==> src/verilog/req_fifo.sv <==
/* Two-entry valid/ready buffer
   decouples an AXI request or data channel from the slot logic */
module req_fifo #(
    parameter int WIDTH = 8
) (
    input  logic             clk,
    input  logic             rst_n,
    input  logic [WIDTH-1:0] in_data,
    input  logic             in_valid,
    output logic             in_ready,
    output logic [WIDTH-1:0] out_data,
    output logic             out_valid,
    input  logic             out_ready
);

    logic [WIDTH-1:0] entry [2];
    logic             wr_ptr;
    logic             rd_ptr;
    logic [1:0]       count;
    logic             push;
    logic             pop;

    assign in_ready  = (count != 2'd2);
    assign out_valid = (count != 2'd0);
    assign out_data  = entry[rd_ptr];
    assign push      = in_valid && in_ready;
    assign pop       = out_valid && out_ready;

    always_ff @(posedge clk or negedge rst_n) begin
        if (!rst_n) begin
            wr_ptr <= 1'b0;
            rd_ptr <= 1'b0;
            count  <= 2'd0;
        end else begin
            if (push) begin
                wr_ptr <= ~wr_ptr;
            end
            if (pop) begin
                rd_ptr <= ~rd_ptr;
            end
            count <= count + 2'(push) - 2'(pop);
        end
    end

    always_ff @(posedge clk) begin
        if (push) begin
            entry[wr_ptr] <= in_data;
        end
    end

    // a stalled producer keeps its beat until a slot frees up
    a_hold_when_full: assert property (@(posedge clk) disable iff (!rst_n)
        (in_valid && !in_ready) |=> (in_valid && $stable(in_data)));

endmodule

==> config.mk <==
export PLATFORM = sky130hd
export DESIGN_NAME = req_fifo
export DESIGN_NICKNAME = d
export VERILOG_FILES = /design/src/verilog/req_fifo.sv
export SDC_FILE = /design/constraint.sdc
export NUM_CORES = 1
export LEC_CHECK = 0
export BUFFER_PORTS_ARGS = -buffer_cell sky130_fd_sc_hd__buf_2
export CAP_MARGIN = 10
export CELL_PAD_IN_SITES_DETAIL_PLACEMENT = 1
export CELL_PAD_IN_SITES_GLOBAL_PLACEMENT = 1
export CORE_UTILIZATION = 30
export DETAILED_ROUTE_END_ITERATION = 7
export PLACE_DENSITY = 0.64
export SKIP_LAST_GASP = 1
export SYNTH_ARGS = -nofsm -noshare
export SYNTH_HDL_FRONTEND = slang
export SYNTH_SLANG_ARGS = --single-unit
==> constraint.sdc <==
create_clock -name clk -period 1.5 [get_ports clk]
set_input_delay 0 -clock clk [delete_from_list [all_inputs] [get_ports clk]]
set_output_delay 0 -clock clk [all_outputs]
set_load 0.02 [all_outputs]
* Yosys cells after proc, flatten, opt, wreduce, memory -nomap -nowiden
Memories as Yosys holds them, arrays and structs flattened.
Index checks and enable logic that the tools add are counted.
** Word-level totals
- Bits in registers :: 4
- Bits in writable memories :: 16
- Bits of input ports :: 12
- Output and inout port bits :: 10
- Logic and storage cells :: 14
- Memories kept :: 1
** Cells by class
- $add $sub $neg :: 2
- Eq/ne operators :: 1
- Multiplexer cells :: 2
- Bitwise gates (word level) :: 2
- Reductions and logical operators :: 3
** Memory list
- entry :: depth 2, bits a word 8, read ports 1, clocked after memory_dff 0, wr ports 1, line 16 : logic [WIDTH-1:0] entry [2];
** Operators with widths (number)
- 2-bit by 1-bit adder with 2-bit output :: 1
- 1-bit logical AND :: 2
- 1-bit 2-to-1 mux :: 2
- 2-bit inequality test (second input constant) :: 1
- 1-bit NOT :: 2
- 2-bit nonzero test :: 1
- 2-bit by 1-bit subtractor with 2-bit output :: 1

* Longest topological paths before layout
- Word-level depth :: 4
- Depth in mapped cells :: 7
- Mapped depth without buffers :: 7

* Least setup slack after synthesis
OpenSTA, ideal clock, no wires.
- Kind :: register to register
- Start :: register count[1]
- End :: register count[1]
- Arrival time :: 1.599 ns
- Path slack :: -0.221 ns
- Cell stages (with the launch flop) :: 8
- Path buffers :: 0
- Clock period less this slack :: 1.721 ns
- Cells stage by stage :: dfrtp_1 > or2_1 > and2_4 > ha_1 > inv_1 > ha_1 > xnor2_1 > xnor2_1
** On the way
- Elaborated cells between the ends (all ways) :: 6
** RTL lines
- from (decl) :: line 19 : logic [1:0] count;
- from (signal assigned) :: line 41 : count <= count + 2'(push) - 2'(pop);
- 2-bit nonzero test :: line 24 : assign out_valid = (count != 2'd0);
- net out_valid :: line 12 : output logic out_valid,
- 1-bit logical AND :: line 27 : assign pop = out_valid && out_ready;
- net pop :: line 21 : logic pop;
- 2-bit by 1-bit subtractor with 2-bit output :: line 41
The timed path passes the listed nets, and every way through them passes these cells.
A chain may end at the register's enable or synchronous reset.

* Worst setup path after layout
- Start :: register count[1]
- End :: register count[1]
** On the way
- Elaborated cells between the ends (all ways) :: 6
** RTL lines (line)
- 2-bit nonzero test :: 24
- 1-bit logical AND :: 27
- net pop :: 21
- 2-bit by 1-bit subtractor with 2-bit output :: 41
The timed path passes the listed nets, and every way through them passes these cells.

==> results.py <==
metrics = {
    "global_routing": {
        "grt_max_degree": 12,
        "grt_overflow_total": 0,
        "grt_pass1_vias": 493,
        "antenna_found_initial": 0,
        "grt_first_pass_wirelength_mm": 2.13,
        "track_usage": 0.113,
    },
    "layout": {
        "fin_nets": 98,
        "seq_area_sq_um": 582,
        "fill_cells": 259,
        "final_cell_area_sq_um": 1140,
        "fin_cells": 113,
        "drive_above_1_share": 0.494,
        "diodes": 0,
        "multi_input_area_sq_um": 225,
        "syn2layout_area_growth_pct": 47.5,
    },
    "synth": {
        "yosysSeqAreaShare": 0.750,
        "synth_enable_flop_cells": 16,
        "avgSynthCellArea_sq_um": 18.4,
        "synthFlopType": "edfxtp_1",
        "synthTopCellsByArea": "edfxtp_1 (62%), dfrtp_1 (13%), mux2_1 (12%), xnor2_1 (3.4%), ha_1 (3.2%)",
        "yosysMostFrequentCell": "edfxtp_1",
        "ys_warn_count": 0,
        "synth.distinct_cells": 14,
        "syn_nets": 56,
        "synth_commonest_cells": "edfxtp_1 (16), mux2_1 (8), dfrtp_1 (4), xnor2_1 (3), ha_1 (2)",
        "async_flop_share": 0.200,
        "syn-cell-area_sq_um": 774,
        "synth_top_area_frac": 0.620,
        "yosysTopAreaCell": "edfxtp_1",
        "syn_inst": 42,
        "synth-seq-cells": 20,
    },
    "drt": {
        "antenna_left": 0,
        "wl_per_cell_um": 12.4,
        "firstDrtPassIters": 4,
        "vias_per_cell": 4.33,
        "wl_met1_um": 571,
        "drtIter0Drc": 3,
        "drcViolationCount": 0,
        "wl_mm": 1.40,
        "vias": 489,
        "route.met2.wl_um": 740,
        "highest_layer": "met4",
        "met3WireLength_um": 73,
    },
    "setup_path": {
        "required_ns": 1.68,
        "start_kind": "flop",
        "slowest_stage": "dfrtp_1",
        "worst-path-buf-inv": 1,
        "cpLargestDelayFamily": "simple AND/OR/NAND/NOR gates",
        "crit_path_max_incr_delay_ns": 0.41,
        "end_kind": "flop",
        "worstPathCellList": "or2_4, and2_4, ha_4, inv_2, ha_4, xnor2_2, xnor2_1",
        "critPathMaxFanout": 2,
        "worstSetupPathType": "reg2reg",
        "worst_ep_arrival_time_ns": 1.81,
        "crit_top_cell": "ha_4",
    },
    "sta": {
        "min_period_over_period": 1.08,
        "setup_viol": 1,
        "tns_ns": -0.125,
        "skew_ns": 0.0113,
        "relSlewSlack": 0.845,
        "fin_crit_ns": 1.62,
        "hold_ws_ns": 0.0400,
        "rsz0062_at_grt": "true",
        "finalHoldViolCount": 0,
        "tightest_slew_ns": 0.232,
        "fmax_ghz": 0.616,
        "drv_slew": 0,
        "worst_slack_ns": -0.125,
    },
    "power_and_ir_drop": {
        "powerDensity_nw_per_um2": 1800,
        "ir_drop_mv": 0.771,
        "power_w": 0.00206,
        "p_leak_nw": 0.459,
    },
    "run_status": {
        "violations": "setup timing",
        "outcome": "finished, violations left",
    },
    "flow_run": {
        "drv_cap": 0,
    },
    "cts": {
        "cts_buffers": 3,
        "h-tree-depth": 1,
        "cts.sinks": 20,
        "cts.clk_slew.worst_paths_ns": 0.10,
        "clk_path_buf_depth": 2,
        "clkLatencyLatePin_ns": 0.29,
        "cts_tree": "done",
        "cts_root_buffer": "clkbuf_4",
        "post-cts-setup-buffer-count": 0,
    },
    "floorplanning": {
        "dieArea_sq_um": 2790,
        "io_pins": 22,
        "start_util": 0.315,
        "fp.dieH_um": 52.8,
        "placeableCoreArea_sq_um": 2450,
        "die_w_um": 52.8,
        "fp-row-count": 18,
    },
    "worst_hold_path": {
        "hp-class": "in2async",
    },
    "placement": {
        "gp_congestion": 0.650,
        "placed_area_sq_um": 990,
        "dpl.cell_count": 100,
        "io_buffer_count": 21,
    },
}
==> worst register-to-register path: stages, from the launching register on <==
cell and delay [ns]:
dfrtp_1 0.41, or2_4 0.26, and2_4 0.17, ha_4 0.26, inv_2 0.04, ha_4 0.15
xnor2_2 0.12, xnor2_1 0.12
==> state kept, by name (all words and copies together) (netlist names) <==
signal / flops
entry: 16
count: 2
rd_ptr: 1
wr_ptr: 1
==> power breakdown <==
| part | switching [W] | internal [W] |
|---|---|---|
| sequential | 0.000103 | 0.000779 |
| combinational | 0.000442 | 0.000480 |
| clock | 0.000153 | 0.000103 |
==> routing by layer <==
metal | GRT usage | vias to the layer above
li1 | - | 235
met1 | 0.126 | 239
met2 | 0.192 | 13
met3 | 0.0203 | 2
met4 | 0.0789 | 0
met5 | 0 | -
==> cell families (layout without fill, tap and decap cells) <==
kind of cell | Yosys count | after routing | share of synthesized area
simple gates | 6 | 6 | 0.0452
flops | 20 | 20 | 0.750
fa+ha+maj | 2 | 2 | 0.0323
mux | 8 | 8 | 0.116
buf+inv | 2 | 43 | 0.0113
xor+xnor | 4 | 4 | 0.0452
==> through the flow <==
| step | util | worst slack (ns) |
|---|---|---|
| final | 0.465 | -0.125 |
| after detailed placement | 0.403 | -0.155 |
| after global routing | 0.465 | -0.167 |
| after floorplan | - | -0.128 |
| after CTS | 0.459 | -0.121 |
| after global placement | 0.403 | -0.0692 |
==> path summary, 6_finish.rpt <==
| check | start | end | slack (ns) | cells after the start |
|---|---|---|---|---|
| max | count[1] | count[1] | -0.12 | 7 |
| min | rst_n | count[0] | 0.04 | 2 |
| max reg2reg | count[1] | count[1] | -0.12 | 7 |
| min reg2reg | wr_ptr | wr_ptr | 0.53 | 1 |
| max in group asynchronous | rst_n | rd_ptr | 1.32 | 2 |
| min in group clk | in_valid | wr_ptr | 0.10 | 4 |
==> cell type report <==
| type | instances | area share |
|---|---|---|
| clock buffer | 4 | 0.0230 |
| sequential | 20 | 0.509 |
| timing repair buffer | 38 | 0.234 |
| multi-input combinational | 20 | 0.197 |
| inverter | 1 | 0.00329 |
| tap | 30 | 0.0329 |
==> cells in the final DEF (no fill, tap or decap), types with 2 or more instances in the layout <==
| cell | netlist | routed |
|---|---|---|
| buf_2 | 1 | 21 |
| buf_4 | 0 | 7 |
| clkbuf_4 | 0 | 3 |
| dfrtp_1 | 4 | 3 |
| dlygate4sd3_1 | 0 | 9 |
| edfxtp_1 | 16 | 16 |
| ha_4 | 0 | 2 |
| mux2_1 | 8 | 8 |
| xnor2_1 | 3 | 2 |
==> timing repair <==
action / 4_1_cts / 5_1_grt
hold endpoints to repair: 20 / 0
endpoints found under the setup margin: 2 / 11
pin swaps: 0 / 5
hold buffers: 9 / 0
resized for setup: 2 / 5
Power figures use the tool's default switching activity.
