==> src/include/axi_mem_macros.svh <==
/* AXI memory slave build constants
   bus widths, memory depth, transfer slots and the serial stub address */
`ifndef AXI_MEM_MACROS_SVH
`define AXI_MEM_MACROS_SVH

// bus geometry
`define AXI_ID_W 2
`define AXI_ADDR_W 32
`define AXI_DATA_W 64
`define AXI_STRB_W (`AXI_DATA_W / 8)

// memory array holds 2**MEM_WORDS_LOG2 bus words
`define MEM_WORDS_LOG2 8

// one slot per id in each direction
`define NUM_SLOTS 4

// 8250-style stub, data at offset 0 and line status at offset 5
`define SERIAL_ADDR 32'h1000_0000
`define SERIAL_STAT_ADDR (`SERIAL_ADDR + 32'd5)

`endif

==> src/verilog/axi_mem_pkg.sv <==
/* Shared types for the AXI memory slave
   channel structs, transfer record and the burst address rule */
`include "axi_mem_macros.svh"

package axi_mem_pkg;

    typedef logic [`AXI_ID_W-1:0]   axi_id_t;
    typedef logic [`AXI_ADDR_W-1:0] axi_addr_t;
    typedef logic [`AXI_DATA_W-1:0] axi_data_t;
    typedef logic [`AXI_STRB_W-1:0] axi_strb_t;
    typedef logic [7:0]             beat_cnt_t;
    typedef logic [7:0]             serial_byte_t;

    typedef enum logic [1:0] {
        FIXED = 2'd0,
        INCR  = 2'd1,
        WRAP  = 2'd2
    } burst_t;

    typedef struct packed {
        axi_id_t    id;
        axi_addr_t  addr;
        beat_cnt_t  len;
        burst_t     burst;
        logic       lock;
        logic [3:0] cache;
    } ax_req_t;

    typedef struct packed {
        axi_data_t data;
        axi_strb_t strb;
        logic      last;
    } w_beat_t;

    typedef struct packed {
        axi_id_t   id;
        axi_data_t data;
        logic      last;
    } r_beat_t;

    typedef struct packed {
        logic      valid;
        axi_addr_t addr;
        beat_cnt_t len;
        beat_cnt_t cur;
        burst_t    burst;
    } xfer_t;

    // address of beat t.cur within the burst
    function automatic axi_addr_t burst_addr(xfer_t t);
        axi_addr_t sum;
        axi_addr_t mask;
        sum  = t.addr + axi_addr_t'(t.cur) * axi_addr_t'(`AXI_STRB_W);
        // wrap window is len+1 beats, aligned to its own size
        mask = (axi_addr_t'(t.len) + 1) * axi_addr_t'(`AXI_STRB_W) - 1;
        case (t.burst)
            FIXED:   burst_addr = t.addr;
            WRAP:    burst_addr = (t.addr & ~mask) | (sum & mask);
            default: burst_addr = sum;
        endcase
    endfunction

endpackage

==> src/verilog/read_engine.sv <==
/* AXI read engine
   per-id read slots, beat selection and the registered R channel */
`include "axi_mem_macros.svh"

module read_engine (
    input  logic                   clk,
    input  logic                   rst_n,
    input  axi_mem_pkg::ax_req_t   ar,
    input  logic                   ar_valid,
    output logic                   ar_ready,
    output axi_mem_pkg::axi_addr_t rd_addr,
    output logic                   rd_en,
    input  axi_mem_pkg::axi_data_t rd_data,
    output axi_mem_pkg::r_beat_t   r,
    output logic                   r_valid,
    input  logic                   r_ready
);

    import axi_mem_pkg::*;

    xfer_t   slots [`NUM_SLOTS];
    axi_id_t sel_id;
    logic    sel_valid;
    logic    sel_last;
    logic    issue;
    logic    load;

    // a busy id holds its request back in the AR buffer
    assign ar_ready = !slots[ar.id].valid;
    assign load     = ar_valid && ar_ready;

    // highest-numbered active slot wins
    always_comb begin
        sel_valid = 1'b0;
        sel_id    = '0;
        for (int i = 0; i < `NUM_SLOTS; i++) begin
            if (slots[i].valid) begin
                sel_valid = 1'b1;
                sel_id    = axi_id_t'(i);
            end
        end
    end

    assign issue    = sel_valid && (!r_valid || r_ready);
    assign sel_last = (slots[sel_id].cur == slots[sel_id].len);
    assign rd_addr  = burst_addr(slots[sel_id]);
    assign rd_en    = issue;

    always_ff @(posedge clk or negedge rst_n) begin
        if (!rst_n) begin
            for (int i = 0; i < `NUM_SLOTS; i++) begin
                slots[i] <= '0;
            end
        end else begin
            if (issue) begin
                slots[sel_id].cur <= slots[sel_id].cur + 8'd1;
                if (sel_last) begin
                    slots[sel_id].valid <= 1'b0;
                end
            end
            // loaded id is idle, so it never collides with the issue above
            if (load) begin
                slots[ar.id].valid <= 1'b1;
                slots[ar.id].addr  <= ar.addr;
                slots[ar.id].len   <= ar.len;
                slots[ar.id].cur   <= '0;
                slots[ar.id].burst <= ar.burst;
            end
        end
    end

    always_ff @(posedge clk or negedge rst_n) begin
        if (!rst_n) begin
            r_valid <= 1'b0;
        end else if (!r_valid || r_ready) begin
            r_valid <= sel_valid;
        end
    end

    always_ff @(posedge clk) begin
        if (issue) begin
            r.id   <= sel_id;
            r.data <= rd_data;
            r.last <= sel_last;
        end
    end

    a_wrap_len: assert property (@(posedge clk) disable iff (!rst_n)
        (load && ar.burst == WRAP) |-> (ar.len inside {8'd1, 8'd3, 8'd7, 8'd15}));

endmodule

==> config.mk <==
export PLATFORM = sky130hd
export DESIGN_NAME = read_engine
export DESIGN_NICKNAME = d
export VERILOG_FILES = /design/src/verilog/axi_mem_pkg.sv /design/src/verilog/read_engine.sv
export VERILOG_INCLUDE_DIRS = /design/src /design/src/include
export SDC_FILE = /design/constraint.sdc
export NUM_CORES = 1
export LEC_CHECK = 0
export BUFFER_PORTS_ARGS = -buffer_cell sky130_fd_sc_hd__buf_4
export CAP_MARGIN = 20
export CORE_MARGIN = 2
export CORE_UTILIZATION = 45
export DETAILED_ROUTE_END_ITERATION = 6
export PLACE_DENSITY = 0.64
export SLEW_MARGIN = 25
export SYNTH_ARGS = -nofsm -noshare
export SYNTH_HDL_FRONTEND = slang
export SYNTH_SLANG_ARGS = --single-unit
export TNS_END_PERCENT = 100
==> constraint.sdc <==
create_clock -name clk -period 7.8 [get_ports clk]
set_input_delay 1.56 -clock clk [delete_from_list [all_inputs] [get_ports clk]]
set_output_delay 1.56 -clock clk [all_outputs]
set_load 0.1 [all_outputs]
---- Word level (Yosys, flattened, before mapping) ----
Cells that the tools add are included.
word-level totals
  bits in registers ....................... 272
  bits of input ports ..................... 117
  output and inout bits ................... 102
  logic and storage cells ................. 86
cells by class
  $add $sub $neg .......................... 4
  order comparisons ....................... 4
  eq/ne operators ......................... 2
  mux-type cells .......................... 38
  bitwise logic cells ..................... 6
  reduce and logical (&&, ||, !) cells .... 8
operators with widths
  operator                 number
  $bwmux W204              7
  $demux W51 S2            7
  $mux W204                3
  $bmux W51 S2             2
  $mux W51                 4
  $mux W50                 3
  $and A32 B32 Y32         2
  $pmux W32 S2             1
  $add A32 B11 Y32         1
  $not A32 Y32             1
  $or A32 B32 Y32          1
  $mux W10                 2
  $mux W18                 1
  $sub A12 B1 Y13 const B  1
  $add A8 B1 Y9 const B    1
  $add A8 B1 Y8 const B    1
  $eq A8 B8 Y1             1
  $ge A3 B3 Y1 const B     2
  $lt A3 B1 Y1 const B     2
  $mux W2                  3
  $not A2 Y3               2
  $mux W1                  5
  $logic_and A1 B1 Y1      4
  $eq A2 B2 Y1 const B     1
  other kinds (3)          4

---- Logic depth before layout (Yosys ltp) ----
Gate-level depths: netlist of run 1.
  depth after elaboration ................. 18
  gate-level depth with buffers ........... 17
  gate-level depth less buffers ........... 13

---- Worst setup path before layout of run 1 ----
No wires, ideal clock.
  path type ............................... input port to output port
  start ................................... input r_ready
  end ..................................... output rd_en
  arrival time ............................ 5,666 ps
  required time ........................... 6,240 ps
  slack ................................... 574 ps
  cell stages on the path ................. 2
  buffers on the path ..................... 0
  path through ............................ nor2b_1 -> nor2_1
on the way
  longest elaborated chain between the ends .. 2
RTL lines
  item                 line               source
  from (decl)          read_engine.sv:16  input logic r_ready
  $logic_or A1 B1 Y1   read_engine.sv:44  assign issue = sel_valid && (!r_valid || r_ready);
  $logic_and A1 B1 Y1  read_engine.sv:44
  to (decl)            read_engine.sv:12  output logic rd_en,
No other way between the ends.

---- Final worst setup path of run 1 ----
  start ................................... register slots[101] in the netlist's numbering
  end ..................................... output rd_addr[31]
on the way
  longest elaborated chain between the ends .. 12
  elaborated cells on any way between the ends .. 16
  classes of those cells .................. add/sub: 3; eq/ne: 1; mux: 6; bitwise: 5; reduce/logical: 1
RTL lines
  item                                line               source
  from (decl)                         read_engine.sv:21  xfer_t slots [`NUM_SLOTS];
  $mux W2 * (2 in a row)              read_engine.sv:37  if (slots[i].valid) begin
  $not A2 Y3 (implied by the code) *  read_engine.sv:46  assign rd_addr = burst_addr(slots[sel_id]);
  $bmux W51 S2 *                      read_engine.sv:46
  $mux W50 * (2 in a row)             n/a
  $add A8 B1 Y9                       axi_mem_pkg.sv:55  mask = (axi_addr_t'(t.len) + 1) * axi_addr_t'(`AXI_STRB_W) - 1;
  $sub A12 B1 Y13                     axi_mem_pkg.sv:55
  $not A32 Y32                        axi_mem_pkg.sv:58  WRAP: burst_addr = (t.addr & ~mask) | (sum & mask);
  $and A32 B32 Y32                    axi_mem_pkg.sv:58
  $or A32 B32 Y32                     axi_mem_pkg.sv:58
  $pmux W32 S2 *                      axi_mem_pkg.sv:56  case (t.burst)
  to (decl)                           read_engine.sv:11  output axi_mem_pkg::axi_addr_t rd_addr,
Every way passes the cells marked *; elsewhere a longest branch is shown, timed or not. The select of a mux whose other input is x is not followed.

==> results.toml, run 1 <==
[setup_path]
crit_required_ns = 6.24
criticalPathCategory = "reg -> out"
cp_slowest_stage_delay_ns = 0.84
crit_path_top_delay_cell = "sky130_fd_sc_hd__dfrtp_2"
timing.critical_path.cells = "nor3_1 -> o31ai_1 -> o21ai_1 -> inv_1 -> ha_1 -> a211oi_1 -> o41a_1 -> or3_4 -> o22ai_4 -> a31oi_2 -> buf_4 -> nor4_2 -> xnor2_1 -> buf_4"
critPathArrivalTime_ns = 5.21
timing.critical_path.from_type = "register"
cp-end-kind = "primary output"
path_max_fanout = 35
most_repeated_library_cell_on_the_critical_path = "sky130_fd_sc_hd__buf_4"

[global_routing]
wire_length_of_the_first_global_routing_pass_um = 54500
groute.usage.overall_pct = 22.3
grt-ovfl-total = 0
largest_net_degree_at_the_start_of_global_routing = 99
grt_antenna_before_repair = 0
number_of_global_route_vias_before_repair = 9718

[sta]
worst_slew_pin_slew_ns = 0.944
setup_viol = 0
grt_setup_unrepaired = "false"
final.setup.tns_ns = 0
min_period_over_period_pct = 86.8
fin_skew_ns = 0.0152
timing.final.crit_period_ns = 6.77
worst_slack_ns = 1.03
maxSlewHeadroom_pct = 36.8
max_freq_mhz = 148
finalMaxSlewViolations = 0
hold_viol_final = 0

[clocking]
holdBufCountCts = 0
clkTransAtPathRegs_ns = 0.06
cts_htree_levels = 1
insertion_delay_ns = 0.55
cts-root-to-sink-buffers = 3
clockRootBuffer = "sky130_fd_sc_hd__clkbuf_16"
numClockSinks = 272
tritoncts = "built"
post_cts.repair.setup_buffers = 0
number_of_buffers_added_by_the_clock_tree_synthesis_step = 30
ctsResizeCount = 0

[die]
chipWidth_um = 175
core_area_sq_um = 28800
die_y_um = 175
row_count = 62
die_area_sq_um = 30700
ios = 219
initial_utilization_pct = 45.9

[finish]
nets = 1499
proportion_of_layout_cells_with_a_drive_suffix_above_1_pct = 33.2
finalCoreUtilization_pct = 56.2
area_delta_synth_final_pct = 22.4
diode_insertion_count_for_antenna_repair = 0
layout_commonest_cell = "sky130_fd_sc_hd__buf_4"
layout.cells.most_common_list = "sky130_fd_sc_hd__buf_4 (232), sky130_fd_sc_hd__nand2_1 (225), sky130_fd_sc_hd__dfrtp_1 (202), sky130_fd_sc_hd__mux2_2 (138), sky130_fd_sc_hd__edfxtp_1 (67)"

[drt]
initialDrtViolationCount = 655
drc = 0
drt_first_pass_iters = 5
drt-total-wl_um = 34400
vias = 9768
ant_nets = 0
via_per_inst = 5.49
avgRoutedWirePerCell_um = 19.3

[synthesis]
synth_cells = 1169
post_synth_instance_area_sq_um = 13200
ys_top_cells_by_area = "sky130_fd_sc_hd__dfrtp_1 (39%), sky130_fd_sc_hd__edfxtp_1 (15%), sky130_fd_sc_hd__mux2_2 (12%)"
async_reset_ff_share_pct = 75.4
synth_enable_flop_cells = 67
synth.lib_cells_used.distinct = 76
ys_ff_latch = 272
yosysSeqAreaShare_pct = 54.1
post-synth-top-area-cell = "sky130_fd_sc_hd__dfrtp_1"
syn_area_per_cell_sq_um = 11.3
synthDominantCellAreaShare_pct = 38.8
ys.flop_type = "sky130_fd_sc_hd__dfrtp_1"
synthesis.yosys.warnings = 0
syn-num-nets = 1296

[job]
max_cap_viol_count = 0

[place]
dpl.hpwl_um = 22500
globalplace.congestion = 0.843
placement.io_buffers = 213
pre_cts_ws_ns = 1.62

[run_status]
status = "finished, final reports clean"

[worst_hold_path]
hp-class = "reg -> reg"
critical path, delay by kind of cell (launching register included):
| kind | cells | cell delay, ns |
|---|---|---|
| buf+inv | 3 | 0.78 |
| compound gates | 6 | 1.65 |
| simple gates | 3 | 0.86 |
| xor+xnor | 1 | 0.20 |
| fa+ha+maj | 1 | 0.28 |
| flops | 1 | 0.84 |
cell usage after synthesis (all sizes together), types with 7 or more instances:
master,n
o21ai,44
nand2b,7
xnor2,40
nor2,52
o31ai,7
clkbuf,35
dfrtp,205
ha,9
nor4,15
mux2i,27
nand3,21
nor3,24
inv,18
o221ai,11
buf,28
edfxtp,67
a21oi,36
o22ai,14
a21o,8
xor2,20
nand2,225
mux2,139
o211ai,7
or3,8
nor2b,11
a211oi,15
registers in the layout, summed over array words and instances (netlist names):
register,count
slots,204
r_valid,1
r,67
area by class of cell:
cell class | count | area (sq um)
multi-input combinational | 816 | 5720
tap | 384 | 480
sequential | 272 | 7150
timing repair buffer | 234 | 1760
fill | 2451 | 12600
inverter | 18 | 67.6
clock buffer | 40 | 870
clock inverter | 16 | 120
layer usage:
| layer | vias to the layer above | GRT usage (%) | share of wire, % |
|---|---|---|---|
| li1 | 4554 | - | - |
| met1 | 4887 | 31.5 | 45 |
| met2 | 285 | 36.7 | 47 |
| met3 | 42 | 3.07 | 5.7 |
| met4 | 0 | 5.24 | 2.0 |
| met5 | - | 0 | 0 |
stage by stage:
stage / hold slack, ns / cells / instance area (sq um)
after floorplan: 0.437 / 1169 / 13200
after global placement: 0.458 / 1723 / 15200
after detailed placement: 0.458 / 1724 / 15200
after CTS: 0.472 / 1780 / 16200
after global routing: 0.486 / 1780 / 16200
final: 0.471 / 1780 / 16200
worst paths after layout:
kind | slack (ns) | endpoint | from | cells after the start
max reg2reg | 4.52 | slots[152] | slots[101] | 10
min in group asynchronous | 1.08 | slots[40] | rst_n | 1
max in group asynchronous | 5.36 | slots[0] | rst_n | 2
min | 0.47 | slots[17] | slots[17] | 2
min reg2reg | 0.47 | slots[17] | slots[17] | 2
max | 1.03 | rd_addr[31] | slots[101] | 14
logic make-up (layout without fill, tap and decap cells):
| group | after synthesis | after routing | synth area share, % |
|---|---|---|---|
| xor+xnor | 60 | 60 | 3.98 |
| simple gates | 390 | 390 | 13.9 |
| buf+inv | 81 | 308 | 2.92 |
| flops | 272 | 272 | 54.1 |
| fa+ha+maj | 10 | 10 | 1.00 |
| compound gates | 189 | 189 | 9.95 |
| mux | 167 | 167 | 14.2 |
Power of run 1 is not shown: default switching activity piles up to over one toggle a cycle in this logic, so the estimate is an artifact.
==> run 2, diff against run 1 <==
--- a/constraint.sdc
+++ b/constraint.sdc
@@ -3,2 +3,2 @@
 set_output_delay 1.56 -clock clk [all_outputs]
-set_load 0.1 [all_outputs]
+set_load 0.05 [all_outputs]
==> run 2 against run 1 <==
Clock-buffer cell count is 2 higher. Final cell count is 0.17% higher. Flip-flop and latch count stayed put. Clock skew is 0.0028 ns lower. Hold slack hardly changed. Non-clock buffer count is 5 higher. Largest cell class unchanged. Register-to-register slack hardly changed.
==> results.toml, run 2 (synthesis gave the netlist of run 1 again) <==
[run_status]
status = "finished, final reports clean"

[finish]
area_delta_synth_final_pct = 22.9
proportion_of_layout_cells_with_a_drive_suffix_above_1_pct = 33.5
most_flop_heavy_register = "slots"
largest_register_ffs = 204
layout.cells.most_common_list = "sky130_fd_sc_hd__buf_4 (235), sky130_fd_sc_hd__nand2_1 (225), sky130_fd_sc_hd__dfrtp_1 (202), sky130_fd_sc_hd__mux2_2 (138), sky130_fd_sc_hd__edfxtp_1 (67)"
nets = 1504
diode_insertion_count_for_antenna_repair = 0
layout_commonest_cell = "sky130_fd_sc_hd__buf_4"
layout_top_registers = "slots x204, r x67, r_valid x1"

[die]
ios = 219
die_y_um = 175
initial_utilization_pct = 45.9
chipWidth_um = 175
row_count = 62
die_area_sq_um = 30700
core_area_sq_um = 28800

[setup_path]
path_max_fanout = 24
most_repeated_library_cell_on_the_critical_path = "sky130_fd_sc_hd__buf_4"
cp_slowest_stage_delay_ns = 0.74
critPathArrivalTime_ns = 5.14
timing.critical_path.cells = "buf_4 -> nor3_1 -> o31ai_1 -> o21ai_1 -> inv_1 -> ha_1 -> a211oi_1 -> o41a_1 -> or3_4 -> o22ai_4 -> a31oi_2 -> buf_4 -> nor4_2 -> xnor2_1 -> buf_4"
timing.critical_path.from_type = "register"
cp-end-kind = "primary output"
crit_required_ns = 6.24
cp_top_family = "compound AO/OA/AOI/OAI gates"
cp_num_buf_inv = 4
crit_path_top_delay_cell = "sky130_fd_sc_hd__dfrtp_2"
criticalPathCategory = "reg -> out"

[clocking]
numClockSinks = 272
clkTransAtPathRegs_ns = 0.06
number_of_buffers_added_by_the_clock_tree_synthesis_step = 30
insertion_delay_ns = 0.56
cts_htree_levels = 1
ctsResizeCount = 0
holdBufCountCts = 0
clockRootBuffer = "sky130_fd_sc_hd__clkbuf_16"
cts-root-to-sink-buffers = 3
tritoncts = "built"
post_cts.repair.setup_buffers = 0

[global_routing]
wire_length_of_the_first_global_routing_pass_um = 54000
largest_net_degree_at_the_start_of_global_routing = 77
grt-ovfl-total = 0
grt_antenna_before_repair = 0
number_of_global_route_vias_before_repair = 9685
groute.usage.overall_pct = 22.2

[sta]
worst_hold_slack_ns = 0.471
worst_slack_ns = 1.10
maxSlewHeadroom_pct = 42.0
fin_skew_ns = 0.0123
final.setup.tns_ns = 0
timing.final.crit_period_ns = 6.70
finalMaxSlewViolations = 0
min_period_over_period_pct = 85.9
setup_viol = 0
hold_viol_final = 0
worst_slew_pin_slew_ns = 0.866
grt_setup_unrepaired = "false"
max_freq_mhz = 149

[drt]
avgRoutedWirePerCell_um = 19.2
drt-total-wl_um = 34300
ant_nets = 0
initialDrtViolationCount = 623
via_per_inst = 5.47
drt_first_pass_iters = 5
vias = 9747
drc = 0

[worst_hold_path]
hp-class = "reg -> reg"

[job]
max_cap_viol_count = 0

[power_and_ir_drop]
maximum_vdd_drop_mv = 0.283
power.leakage_uw = 0.00701
cellPowerDensity_nw_per_um2 = 471

[place]
placement.io_buffers = 213
pre_cts_ws_ns = 1.71
globalplace.congestion = 0.858
dpl.hpwl_um = 22600
## run 2: changes by cell type in the layout (fill, tap and decap cells not counted)
cell and delta:
sky130_fd_sc_hd__buf_2 -1, sky130_fd_sc_hd__clkdlybuf4s18_2 +1, sky130_fd_sc_hd__inv_6 -1, sky130_fd_sc_hd__buf_4 +3, sky130_fd_sc_hd__clkinv_4 -1, sky130_fd_sc_hd__clkinv_2 +1
sky130_fd_sc_hd__buf_6 +2, sky130_fd_sc_hd__bufinv_16 +1, sky130_fd_sc_hd__clkinv_1 -4, sky130_fd_sc_hd__clkbuf_1 +2
## run 2: per-layer routing
metal  vias up  GRT usage [%]  routed length [um]
li1       4575              -                   -
met1      4807           32.1               15600
met2       325           35.5               16000
met3        40           3.38                2200
met4         0           4.69                 523
met5         -              0                   0
## run 2: layout make-up
cell class / count / area (sq um)
fillers: 2478 / 12600
clock buffers: 42 / 877
clock inverters: 12 / 123
flip-flops and latches: 272 / 7150
multi-input cells: 816 / 5720
repair buffers: 239 / 1810
inverters: 18 / 67.6
well taps: 384 / 480
## run 2: final timing paths
kind | endpoint | depth (start not counted) | slack [ns] | from
max | rd_addr[31] | 15 | 1.10 | slots[101]
min | slots[43] | 2 | 0.47 | slots[43]
max reg2reg | slots[162] | 9 | 4.51 | slots[152]
min reg2reg | slots[43] | 2 | 0.47 | slots[43]
max in group asynchronous | slots[50] | 2 | 5.74 | rst_n
min in group asynchronous | slots[42] | 1 | 0.97 | rst_n
## run 2: worst register-to-register path, cell delays in order (launching register included)
cell and delay, ns:
sky130_fd_sc_hd__dfrtp_2 0.75, sky130_fd_sc_hd__buf_4 0.33, sky130_fd_sc_hd__mux2_2 0.22, sky130_fd_sc_hd__o21ai_0 0.11, sky130_fd_sc_hd__o21ai_1 0.56, sky130_fd_sc_hd__nand3_1 0.20
sky130_fd_sc_hd__nor3_1 0.31, sky130_fd_sc_hd__nand3_1 0.16, sky130_fd_sc_hd__xnor2_1 0.36, sky130_fd_sc_hd__a211oi_1 0.14
## run 2: through the flow
step | std cells | instance area, sq um | utilization, % | total power (uW)
6_report | 1783 | 16200 | 56.4 | 7650
5_1_grt | 1783 | 16200 | 56.4 | 8100
4_1_cts | 1783 | 16200 | 56.4 | 7670
3_5_place_dp | 1729 | 15200 | 52.9 | 6220
3_3_place_gp | 1728 | 15200 | 52.8 | 6150
2_1_floorplan | 1169 | 13200 | - | 5160
## run 2: power breakdown
group	switching [uW]	internal [uW]
Combinational	2400	1480
Sequential	343	2000
Clock	575	846
No activity file was read; power rests on OpenSTA's default activity.
